==> src/hdl/csr_pkg.sv <==
`default_nettype none

package csr_pkg;

    localparam int XLEN    = 32;
    localparam int CAUSE_W = 4;

    // addr_exception layout: interrupt flag on top of the cause code
    localparam int AE_W       = 5;
    localparam int AE_INT_BIT = 4;

    typedef enum logic [2:0] {
        EXCEPTION = 3'b000,
        MRET      = 3'b001,
        CSRRW     = 3'b101,
        CSRRS     = 3'b110,
        CSRRC     = 3'b111
    } csr_op_e;

    // Mapped register index, unlisted codes read as zero
    typedef enum logic [2:0] {
        MSTATUS = 3'd0,
        HANDLER = 3'd2, // Read-only handler address
        MIE     = 3'd3,
        MEPC    = 3'd5,
        MCAUSE  = 3'd6,
        MIP     = 3'd7
    } csr_addr_e;

    typedef enum logic [1:0] {
        WRITE = 2'd0,
        SET   = 2'd1,
        CLEAR = 2'd2
    } rmw_mode_e;

    localparam int MSTATUS_MIE_BIT  = 3;
    localparam int MSTATUS_MPIE_BIT = 7;
    localparam int MIE_SW_BIT       = 3;
    localparam int MIE_EXT_BIT      = 11;
    localparam int MIP_SW_BIT       = 3;
    localparam int MIP_EXT_BIT      = 11;
    localparam int MCAUSE_INT_BIT   = 31;

    // Interrupt cause codes
    localparam logic [CAUSE_W-1:0] SW_INT_CODE  = 4'd3;
    localparam logic [CAUSE_W-1:0] EXT_INT_CODE = 4'd11;

endpackage

`default_nettype wire

==> src/hdl/csr_decode.sv <==
`timescale 1ns/1ps
`default_nettype none

module csr_decode
    import csr_pkg::*;
(
    input  logic            enable,
    input  logic            is_write_stage,
    input  csr_op_e         op,
    input  logic [AE_W-1:0] addr_exception,
    output logic            read_load,
    output logic            save_enable,
    output csr_addr_e       read_sel,
    output rmw_mode_e       rmw_mode,
    output logic            wr_mstatus,
    output logic            wr_mie,
    output logic            wr_mepc,
    output logic            wr_mcause,
    output logic            wr_mip,
    output logic            trap_enter,
    output logic            trap_return,
    output logic            clear_sw,
    output logic            clear_ext
);

    logic      op_exc;
    logic      op_mret;
    logic      op_csr;
    logic      rd_en;
    logic      wr_en;
    logic      is_int;
    csr_addr_e csr_addr;

    assign op_exc   = (op == EXCEPTION);
    assign op_mret  = (op == MRET);
    assign op_csr   = (op == CSRRW) || (op == CSRRS) || (op == CSRRC);
    assign csr_addr = csr_addr_e'(addr_exception[2:0]);
    assign is_int   = addr_exception[AE_INT_BIT];

    assign rd_en = enable & ~is_write_stage;
    assign wr_en = enable & is_write_stage;

    always_comb begin
        if (op_exc)
            read_sel = HANDLER;
        else if (op_mret)
            read_sel = MEPC;
        else if (op_csr)
            read_sel = csr_addr;
        else
            read_sel = MSTATUS; // Not loaded, read_load stays low
    end

    always_comb begin
        case (op)
            CSRRS:   rmw_mode = SET;
            CSRRC:   rmw_mode = CLEAR;
            default: rmw_mode = WRITE;
        endcase
    end

    assign read_load   = rd_en & (op_exc | op_mret | op_csr);
    assign save_enable = rd_en & (op_exc | op_mret);

    // Source select for the trap registers, held over both stages
    assign trap_enter  = enable & op_exc;
    assign trap_return = wr_en & op_mret;

    assign wr_mstatus = wr_en & ((op_csr & (csr_addr == MSTATUS)) | op_exc | op_mret);
    assign wr_mepc    = wr_en & ((op_csr & (csr_addr == MEPC)) | op_exc);
    assign wr_mcause  = wr_en & ((op_csr & (csr_addr == MCAUSE)) | op_exc);
    assign wr_mie     = wr_en & op_csr & (csr_addr == MIE);
    assign wr_mip     = wr_en & op_csr & (csr_addr == MIP);

    assign clear_sw  = wr_en & op_exc & is_int & (addr_exception[CAUSE_W-1:0] == SW_INT_CODE);
    assign clear_ext = wr_en & op_exc & is_int & (addr_exception[CAUSE_W-1:0] == EXT_INT_CODE);

endmodule

`default_nettype wire

==> src/hdl/csr_int_ctrl.sv <==
`timescale 1ns/1ps
`default_nettype none

module csr_int_ctrl
    import csr_pkg::*;
(
    input  logic            clk,
    input  logic            reset,
    input  logic            ext_int,
    input  logic            wr_mie,
    input  logic            wr_mip,
    input  logic            clear_sw,
    input  logic            clear_ext,
    input  logic [XLEN-1:0] rmw_value,
    input  logic            mstatus_ie,
    output logic [XLEN-1:0] mie_q,
    output logic [XLEN-1:0] mip_q,
    output logic            sw_int_pending,
    output logic            ext_int_pending
);

    logic sw_en_q;
    logic ext_en_q;
    logic sw_ip_q;
    logic ext_ip_q;

    always_ff @(posedge clk) begin
        if (reset) begin
            sw_en_q  <= 1'b0;
            ext_en_q <= 1'b0;
        end else if (wr_mie) begin
            sw_en_q  <= rmw_value[MIE_SW_BIT];
            ext_en_q <= rmw_value[MIE_EXT_BIT];
        end
    end

    always_ff @(posedge clk) begin
        if (reset) begin
            sw_ip_q <= 1'b0;
        end else if (clear_sw) begin
            sw_ip_q <= 1'b0;
        end else if (wr_mip) begin
            sw_ip_q <= rmw_value[MIP_SW_BIT];
        end
    end

    // ext_int is sampled every cycle and beats any clear
    always_ff @(posedge clk) begin
        if (reset) begin
            ext_ip_q <= 1'b0;
        end else if (ext_int) begin
            ext_ip_q <= 1'b1;
        end else if (clear_ext) begin
            ext_ip_q <= 1'b0;
        end else if (wr_mip) begin
            ext_ip_q <= rmw_value[MIP_EXT_BIT];
        end
    end

    always_ff @(posedge clk) begin
        if (reset) begin
            sw_int_pending  <= 1'b0;
            ext_int_pending <= 1'b0;
        end else begin
            sw_int_pending  <= sw_ip_q & sw_en_q & mstatus_ie;
            ext_int_pending <= ext_ip_q & ext_en_q & mstatus_ie;
        end
    end

    always_comb begin
        mie_q              = '0;
        mie_q[MIE_SW_BIT]  = sw_en_q;
        mie_q[MIE_EXT_BIT] = ext_en_q;
        mip_q              = '0;
        mip_q[MIP_SW_BIT]  = sw_ip_q;
        mip_q[MIP_EXT_BIT] = ext_ip_q;
    end

endmodule

`default_nettype wire

==> src/hdl/csr_read_path.sv <==
`timescale 1ns/1ps
`default_nettype none

module csr_read_path
    import csr_pkg::*;
#(
    parameter logic [XLEN-1:0] HANDLER_ADDR = XLEN'(16)
) (
    input  logic            clk,
    input  logic            reset,
    input  logic            read_load,
    input  logic            save_enable,
    input  logic            trap_enter,
    input  csr_addr_e       read_sel,
    input  rmw_mode_e       rmw_mode,
    input  logic [XLEN-1:0] write_value,
    input  logic [XLEN-1:0] mstatus_q,
    input  logic [XLEN-1:0] mie_q,
    input  logic [XLEN-1:0] mepc_q,
    input  logic [XLEN-1:0] mcause_q,
    input  logic [XLEN-1:0] mip_q,
    output logic [XLEN-1:0] read_value,
    output logic [XLEN-1:0] rmw_value,
    output logic            saved_ie
);

    logic [XLEN-1:0] sel_value;

    always_comb begin
        case (read_sel)
            MSTATUS: sel_value = mstatus_q;
            HANDLER: sel_value = HANDLER_ADDR;
            MIE:     sel_value = mie_q;
            MEPC:    sel_value = mepc_q;
            MCAUSE:  sel_value = mcause_q;
            MIP:     sel_value = mip_q;
            default: sel_value = '0;
        endcase
    end

    // New register value for CSR ops, used in the write stage
    always_comb begin
        case (rmw_mode)
            SET:     rmw_value = sel_value | write_value;
            CLEAR:   rmw_value = sel_value & ~write_value;
            default: rmw_value = write_value;
        endcase
    end

    always_ff @(posedge clk) begin
        if (reset) begin
            read_value <= '0;
        end else if (read_load) begin
            read_value <= sel_value;
        end
    end

    // Enable bit carried from the read stage into the write stage
    always_ff @(posedge clk) begin
        if (reset) begin
            saved_ie <= 1'b0;
        end else if (save_enable) begin
            if (trap_enter)
                saved_ie <= mstatus_q[MSTATUS_MIE_BIT];
            else
                saved_ie <= mstatus_q[MSTATUS_MPIE_BIT]; // mret
        end
    end

endmodule

`default_nettype wire

==> src/hdl/csr_trap_state.sv <==
`timescale 1ns/1ps
`default_nettype none

module csr_trap_state
    import csr_pkg::*;
(
    input  logic            clk,
    input  logic            reset,
    input  logic            wr_mstatus,
    input  logic            wr_mepc,
    input  logic            wr_mcause,
    input  logic            trap_enter,
    input  logic            trap_return,
    input  logic [XLEN-1:0] rmw_value,
    input  logic [XLEN-1:0] write_value,
    input  logic [AE_W-1:0] addr_exception,
    input  logic            saved_ie,
    output logic [XLEN-1:0] mstatus_q,
    output logic [XLEN-1:0] mepc_q,
    output logic [XLEN-1:0] mcause_q
);

    logic               ie_q;
    logic               pie_q;
    logic [XLEN-1:2]    epc_q;
    logic               cause_int_q;
    logic [CAUSE_W-1:0] cause_code_q;

    // mstatus holds only MIE and MPIE
    always_ff @(posedge clk) begin
        if (reset) begin
            ie_q  <= 1'b0;
            pie_q <= 1'b0;
        end else if (wr_mstatus) begin
            if (trap_enter) begin
                ie_q  <= 1'b0;
                pie_q <= saved_ie;
            end else if (trap_return) begin
                ie_q <= saved_ie; // MPIE kept
            end else begin
                ie_q  <= rmw_value[MSTATUS_MIE_BIT];
                pie_q <= rmw_value[MSTATUS_MPIE_BIT];
            end
        end
    end

    always_ff @(posedge clk) begin
        if (reset) begin
            epc_q <= '0;
        end else if (wr_mepc) begin
            if (trap_enter)
                epc_q <= write_value[XLEN-1:2]; // Faulting pc
            else
                epc_q <= rmw_value[XLEN-1:2];
        end
    end

    always_ff @(posedge clk) begin
        if (reset) begin
            cause_int_q  <= 1'b0;
            cause_code_q <= '0;
        end else if (wr_mcause) begin
            if (trap_enter) begin
                cause_int_q  <= addr_exception[AE_INT_BIT];
                cause_code_q <= addr_exception[CAUSE_W-1:0];
            end else begin
                cause_int_q  <= rmw_value[MCAUSE_INT_BIT];
                cause_code_q <= rmw_value[CAUSE_W-1:0];
            end
        end
    end

    always_comb begin
        mstatus_q                   = '0;
        mstatus_q[MSTATUS_MIE_BIT]  = ie_q;
        mstatus_q[MSTATUS_MPIE_BIT] = pie_q;
    end

    assign mepc_q = {epc_q, 2'b00};

    always_comb begin
        mcause_q                 = '0;
        mcause_q[MCAUSE_INT_BIT] = cause_int_q;
        mcause_q[CAUSE_W-1:0]    = cause_code_q;
    end

endmodule

`default_nettype wire

==> src/hdl/csr_unit.sv <==
`timescale 1ns/1ps
`default_nettype none

module csr_unit
    import csr_pkg::*;
#(
    parameter logic [XLEN-1:0] HANDLER_ADDR = XLEN'(16)
) (
    input  logic            clk,
    input  logic            reset,
    input  logic            enable,
    input  logic            is_write_stage,
    input  csr_op_e         op,
    input  logic [AE_W-1:0] addr_exception,
    input  logic [XLEN-1:0] write_value,
    input  logic            ext_int,
    output logic [XLEN-1:0] read_value,
    output logic            sw_int_pending,
    output logic            ext_int_pending
);

    logic            read_load;
    logic            save_enable;
    csr_addr_e       read_sel;
    rmw_mode_e       rmw_mode;
    logic            wr_mstatus;
    logic            wr_mie;
    logic            wr_mepc;
    logic            wr_mcause;
    logic            wr_mip;
    logic            trap_enter;
    logic            trap_return;
    logic            clear_sw;
    logic            clear_ext;
    logic [XLEN-1:0] rmw_value;
    logic            saved_ie;
    logic [XLEN-1:0] mstatus_q;
    logic [XLEN-1:0] mie_q;
    logic [XLEN-1:0] mepc_q;
    logic [XLEN-1:0] mcause_q;
    logic [XLEN-1:0] mip_q;

    csr_decode u_decode (
        .enable         (enable),
        .is_write_stage (is_write_stage),
        .op             (op),
        .addr_exception (addr_exception),
        .read_load      (read_load),
        .save_enable    (save_enable),
        .read_sel       (read_sel),
        .rmw_mode       (rmw_mode),
        .wr_mstatus     (wr_mstatus),
        .wr_mie         (wr_mie),
        .wr_mepc        (wr_mepc),
        .wr_mcause      (wr_mcause),
        .wr_mip         (wr_mip),
        .trap_enter     (trap_enter),
        .trap_return    (trap_return),
        .clear_sw       (clear_sw),
        .clear_ext      (clear_ext)
    );

    csr_read_path #(
        .HANDLER_ADDR (HANDLER_ADDR)
    ) u_read_path (
        .clk         (clk),
        .reset       (reset),
        .read_load   (read_load),
        .save_enable (save_enable),
        .trap_enter  (trap_enter),
        .read_sel    (read_sel),
        .rmw_mode    (rmw_mode),
        .write_value (write_value),
        .mstatus_q   (mstatus_q),
        .mie_q       (mie_q),
        .mepc_q      (mepc_q),
        .mcause_q    (mcause_q),
        .mip_q       (mip_q),
        .read_value  (read_value),
        .rmw_value   (rmw_value),
        .saved_ie    (saved_ie)
    );

    csr_trap_state u_trap_state (
        .clk            (clk),
        .reset          (reset),
        .wr_mstatus     (wr_mstatus),
        .wr_mepc        (wr_mepc),
        .wr_mcause      (wr_mcause),
        .trap_enter     (trap_enter),
        .trap_return    (trap_return),
        .rmw_value      (rmw_value),
        .write_value    (write_value),
        .addr_exception (addr_exception),
        .saved_ie       (saved_ie),
        .mstatus_q      (mstatus_q),
        .mepc_q         (mepc_q),
        .mcause_q       (mcause_q)
    );

    csr_int_ctrl u_int_ctrl (
        .clk             (clk),
        .reset           (reset),
        .ext_int         (ext_int),
        .wr_mie          (wr_mie),
        .wr_mip          (wr_mip),
        .clear_sw        (clear_sw),
        .clear_ext       (clear_ext),
        .rmw_value       (rmw_value),
        .mstatus_ie      (mstatus_q[MSTATUS_MIE_BIT]),
        .mie_q           (mie_q),
        .mip_q           (mip_q),
        .sw_int_pending  (sw_int_pending),
        .ext_int_pending (ext_int_pending)
    );

endmodule

`default_nettype wire

==> config.mk <==
export PLATFORM = sky130hd
export DESIGN_NAME = csr_unit
export DESIGN_NICKNAME = d
export VERILOG_FILES = /design/src/hdl/csr_pkg.sv /design/src/hdl/csr_decode.sv /design/src/hdl/csr_int_ctrl.sv /design/src/hdl/csr_read_path.sv /design/src/hdl/csr_trap_state.sv /design/src/hdl/csr_unit.sv
export SDC_FILE = /design/constraint.sdc
export NUM_CORES = 1
export LEC_CHECK = 0
export BUFFER_PORTS_ARGS = -buffer_cell sky130_fd_sc_hd__buf_2
export CORE_MARGIN = 1.5
export CORE_UTILIZATION = 46
export DETAILED_ROUTE_END_ITERATION = 8
export GPL_TIMING_DRIVEN = 1
export PLACE_DENSITY = 0.74
export SLEW_MARGIN = 20
export SYNTH_ARGS = -nofsm -noshare
export SYNTH_HDL_FRONTEND = slang
export SYNTH_SLANG_ARGS = --single-unit
==> constraint.sdc <==
create_clock -name clk -period 2.25 [get_ports clk]
set_input_delay 0.225 -clock clk [delete_from_list [all_inputs] [get_ports clk]]
set_output_delay 0.225 -clock clk [all_outputs]
set_load 0.03 [all_outputs]
## Word level (Yosys, flattened, before mapping)

Cells that the tools add are included.

- Register bits: 76
- Bits in latches: 0
- RAM bits: 0
- Memory bits (read-only): 0
- Bits of input ports: 45
- Output and inout bits: 34
- Logic and storage cells: 89
- Memories: 0

- Add/subtract/negate cells: 0
- $mul: 0
- Divide/modulo/power cells: 0
- Magnitude comparators: 0
- Eq/ne operators: 18
- Shift-type cells: 0
- Multiplexer cells: 17
- Bitwise operators: 33
- Reduce and logical (&&, ||, !) cells: 8

Operators with widths:

| kind | count |
|---|---|
| 32-bit one-hot mux with 6 select lines | 1 |
| 32-bit one-hot mux with 2 select lines | 1 |
| 32-bit AND | 1 |
| 32-bit inverter | 1 |
| 32-bit OR | 1 |
| 30-bit 2-to-1 mux | 1 |
| 3-bit equality test, second input constant | 9 |
| 1-bit AND | 23 |
| 3-bit by 2-bit equality test with 1-bit output, second input constant | 3 |
| 3-bit zero test | 3 |
| 1-bit 2-to-1 mux | 9 |
| 3-bit 2-to-1 mux | 3 |
| 1-bit OR | 6 |
| 4-bit by 2-bit equality test with 1-bit output, second input constant | 1 |
| 4-bit equality test, second input constant | 1 |
| 4-bit 2-to-1 mux | 1 |
| 2-bit one-hot mux with 2 select lines | 1 |
| 3-bit by 1-bit equality test with 1-bit output, second input constant | 1 |
| 3-bit nonzero test | 1 |
| 2-bit by 1-bit equality test with 1-bit output, second input constant | 1 |
| 2-bit equality test, second input constant | 1 |
| 1-bit logical OR | 2 |
| 2-bit inequality test, second input constant | 1 |
| 2-bit AND reduction | 1 |
| other kinds (2) | 2 |

## Longest topological paths before layout

- Word-level depth: 13
- Gate-level depth with buffers: 13
- Mapped depth without buffers: 9

## Cells and area by module

From an unflattened synthesis, not the netlist that was laid out.

- Cells, all modules: 703
- Area total of the unflattened synthesis: 6197.2 um^2

By module, submodules not included:

| module | times used | cells each | area each (um^2) | sequential area each (um^2) |
|---|---|---|---|---|
| csr_read_path | 1 | 352 | 3154.3 | 660.6 |
| csr_trap_state | 1 | 232 | 2130.8 | 740.7 |
| csr_int_ctrl | 1 | 83 | 694.4 | 120.1 |
| csr_decode | 1 | 36 | 217.7 | 0.0 |

## Worst setup path before layout

OpenSTA, ideal clock, no wires.

- Path type: input to register
- Start: in op[2]
- End: reg u_trap_state.epc_q[10] (netlist name)
- Library setup time: 0.116 ns
- Data arrival time: 2.343 ns
- Required time: 2.134 ns
- Setup slack: -0.209 ns
- Stages on the path: 13
- Buffers on the path: 4
- Cells stage by stage: buf_6 -> buf_2 -> nand2_1 -> or2_2 -> inv_1 -> ha_1 -> clkbuf_1 -> nor2_1 -> nand2_1 -> nand2_1 -> clkbuf_1 -> nor2_1 -> a31o_2

- Word-level cells in the longest chain between the ends: 11
- Elaborated cells on any way between the ends: 28
- Those cells by class: eq/ne: 11; mux: 7; bitwise: 6; reduce/logical: 4

Ends and longest elaborated chain:

| item | RTL line | text |
|---|---|---|
| start: declaration | csr_unit.sv:13 | `input csr_op_e op,` |
| 3-bit equality test, on equally long branches | csr_decode.sv:36, csr_decode.sv:55 |  |
| 1-bit logical OR (2 in a row) | csr_decode.sv:36 | `assign op_csr = (op == CSRRW) \|\| (op == CSRRS) \|\| (op == CSRRC);` |
| 3-bit 2-to-1 mux | csr_decode.sv:48 | `else if (op_csr)` |
| 3-bit 2-to-1 mux | csr_decode.sv:46 | `else if (op_mret)` |
| 3-bit 2-to-1 mux | csr_decode.sv:44 | `if (op_exc)` |
| 3-bit equality test (tied with other cells) | csr_read_path.sv:30 | `case (read_sel)` |
| 32-bit one-hot mux with 6 select lines | csr_read_path.sv:30 |  |
| 32-bit AND / 32-bit OR (equally long branches) | csr_read_path.sv:45, csr_read_path.sv:44 |  |
| 32-bit one-hot mux with 2 select lines | csr_read_path.sv:43 | `case (rmw_mode)` |
| 30-bit 2-to-1 mux | csr_trap_state.sv:51 | `if (trap_enter)` |
| end signal: assignment | csr_trap_state.sv:52 | `epc_q <= write_value[XLEN-1:2];` |
| end signal: assignment | csr_trap_state.sv:54 | `epc_q <= rmw_value[XLEN-1:2];` |
| end: declaration | csr_trap_state.sv:25 | `logic [XLEN-1:2] epc_q;` |

Several ways; a longest one is shown, not always the timed one.
A chain may end at the register's enable or synchronous reset.

## Worst setup path in the final report

- Start: in op[2]
- End: reg u_trap_state.epc_q[23] (netlist name)

Same word-level chain as after synthesis.

==> results by group <==
Status
  • Outcome: completed

Final layout
  • Largest register by flop count: u_read_path.read_value
  • Largest regs: u_read_path.read_value (32), u_trap_state.epc_q (30), u_trap_state.cause_code_q (4)
  • Diodes inserted: 0
  • Layout cells sized above 1: 0.251
  • Commonest cells after routing, fill and taps aside: buf_2 (78), dfxtp_1 (76), nor2_1 (51), nand2_1 (48), a21oi_1 (36)
  • Area growth syn-to-layout: 18.2%
  • Fillers: 759
  • Non-Filler Instances: approximately 650
  • Util after Layout: 0.571
  • Max reg flops: 32
  • Post-layout nets: roughly 600
  • Most common cell after layout, fill and taps aside: buf_2

Global routing
  • Largest net degree at the start of global routing: 46
  • Initial antenna violation count: 0
  • Gr ovfl total: 0
  • Overall global routing resource usage: 0.240
  • First-pass GRT wire length: 16500 um
  • Vias in the first global route: 3384

CTS
  • Num CTS Buffers: 9
  • CTS tree: yes
  • Clock Tree Root: clkbuf_8
  • Clk buf depth: 2
  • Post-CTS Setup Inserts: 0
  • H-Tree Depth: 3
  • CTS clk-pin slew, worst paths: 90 ps
  • Worst-skew pair later-pin latency: around 350 ps
  • Clock Sinks: 76
  • Cts hold-fix bufs: 0
  • CTS resizes: 0

Die
  • Initial core utilization: 0.483
  • IO Pins: 79
  • DIE WIDTH: 93.8 um
  • Rows: 32
  • CORE AREA: 7850 um^2
  • Die height: 93.8 um
  • Die area: roughly 9000 um^2

Critical path
  • Slowest CP cell: buf_4
  • Crit path buf inv count: 3
  • CP top delay family: simple AND/OR/NAND/NOR gates
  • CP Capture Type: flip-flop
  • Worst EP arrival: 2110 ps
  • Crit-path max FO: 24
  • Critical path required time: between 2000 and 3000 ps
  • Startpoint Class: input pin
  • Crit path kind: input pin to flip-flop
  • CP Cell Sequence: buf_2 > nand2_1 > or2_2 > inv_1 > ha_1 > nor2_1 > and2_1 > buf_4 > a22oi_1 > nor2_1 > a31o_1
  • Most frequent CP cell: nor2_1
  • CP peak stage delay: 310 ps

Drt
  • Antenna Nets Post-Route: 0
  • Metal2 WL: 4870 um
  • First-pass DRT Iterations: 5
  • DR top layer: met4
  • Post-Route WL: between 10000 and 15000 um
  • Vias: 3777
  • Detailed-route wire length per cell: 16.0 um
  • Metal-1 WL: about 4600 um
  • Met3 WL: roughly 760 um
  • Initial drt markers: 286
  • Vias per cell: 5.84
  • # DRC: 0

Power
  • Leak Pwr: 1.73 nW
  • Cell Pwr Density: 624 nW/um^2
  • Maximum vdd drop: about 0.00026 V

STA
  • Sum Neg Setup Slack: 0 ps
  • Setup slack after layout: 430 ps
  • Slew @ Worst Pin: 564 ps
  • Final hold vios: 0
  • Max Fclk: ~550 MHz
  • RSZ-0062 raised after global routing: no
  • Worst hold margin: 128 ps
  • Min Tclk post-route: 1820 ps
  • Rel. slew slack: 0.619
  • Fin crit share: 0.809
  • Slew Viols, Final: 0
  • # setup viols final: 0
  • Final clock skew: 8.01 ps

Placement
  • Total placed cells including tap cells: 631
  • HPWL Detailed: 7140 um
  • Setup WS pre-CTS: 101 ps
  • Number of I/O port buffers: 78
  • GPL Wtd Cong: ~0.91

Synth
  • Top cells by area, synth: dfxtp_1 (40%), a22oi_1 (5.7%), nor2_1 (5.1%)
  • Synthesized area: 3790 um^2
  • Synth unique cells: 54
  • Register area share after synthesis: 0.401
  • Synth Instances: 469
  • Synth top area share: 0.401
  • Top cell type by total area after synthesis: dfxtp_1
  • Syn_area_per_cell: 8.09 um^2
  • EDFF count, synth: 0
  • Asr flop ratio synth: 0
  • Flops & latches, synth: 76
  • Yosys warns: 0
  • Post-Syn Nets: between 500 and 600
  • Main synth FF type: dfxtp_1

Run
  • # Max-Cap Violations: 0

Worst hold path
  • Worst Hold Class: input pin to flip-flop
[worst paths after layout]
| check | from | endpoint | slack, ps | cells past startpoint |
|---|---|---|---|---|
| max | op[2] | u_trap_state.epc_q[23] | 430 | 11 |
| min | ext_int | u_int_ctrl.ext_ip_q | 130 | 3 |
| max reg2reg | u_int_ctrl.sw_ip_q | u_int_ctrl.sw_ip_q | 740 | 6 |
| min reg2reg | u_read_path.read_value[20] | u_read_path.read_value[20] | 450 | 2 |
[cell type report]
type	instances	area [um^2]	area share
Multi-Input combinational cell	344	2020	0.451
Sequential cell	76	1520	0.339
Timing Repair Buffer	99	573	0.128
Clock buffer	11	141	0.0315
Tap cell	102	128	0.0285
Inverter	10	37.5	0.00837
Clock inverter	5	60.1	0.0134
[logic make-up after synthesis]
logic type	count (synthesis)	share of synthesized area
buf+inv	49	0.0673
compound gates	174	0.309
fa+ha+maj	2	0.00660
simple gates	165	0.206
mux	3	0.00924
flops	76	0.401
[layer usage]
layer,vias to the layer above,global-route usage
met5,-,0
met4,0,0.0684
met3,10,0.0502
met2,148,0.385
met1,1762,0.325
li1,1857,-
[worst register-to-register path, stage by stage, from the launching register on]
cell	delay, ps
dfxtp_1	360
inv_1	50
o2111ai_1	220
o211ai_2	170
a21oi_2	150
o22ai_2	160
a2111oi_2	310
[stage by stage]
step | instance area [um^2] | power (W)
floorplan | 3800 | 0.00162
global placement | 4280 | 0.00174
detailed placement | 4280 | 0.00175
CTS | 4480 | 0.00280
global route | 4480 | 0.00292
finish | 4480 | 0.00280
[synthesized netlist by cell type (3+ instances only)]
master	instances
a21oi_1	36
o22ai_1	3
nand3_1	29
and2_1	4
inv_1	9
a22oi_1	29
a41oi_1	3
o211ai_1	6
and3_1	5
dfxtp_1	76
or2_2	3
nor2_1	52
buf_6	6
buf_2	15
a31oi_1	5
a31o_1	17
nand2_1	48
nand2b_1	4
o21ai_1	20
a211oi_1	5
a32oi_1	3
clkbuf_1	14
o21ai_0	22
a311oi_1	4
nor3_1	4
a31o_2	7
[where the power goes]
part	switching [W]	internal, W	total [W]
Sequential	0.0000144	0.00136	0.00138
Combinational	0.000222	0.000122	0.000344
Clock	0.000528	0.000548	0.00108
Total	0.000765	0.00203	0.00280
(Power assumes the default switching activity.)
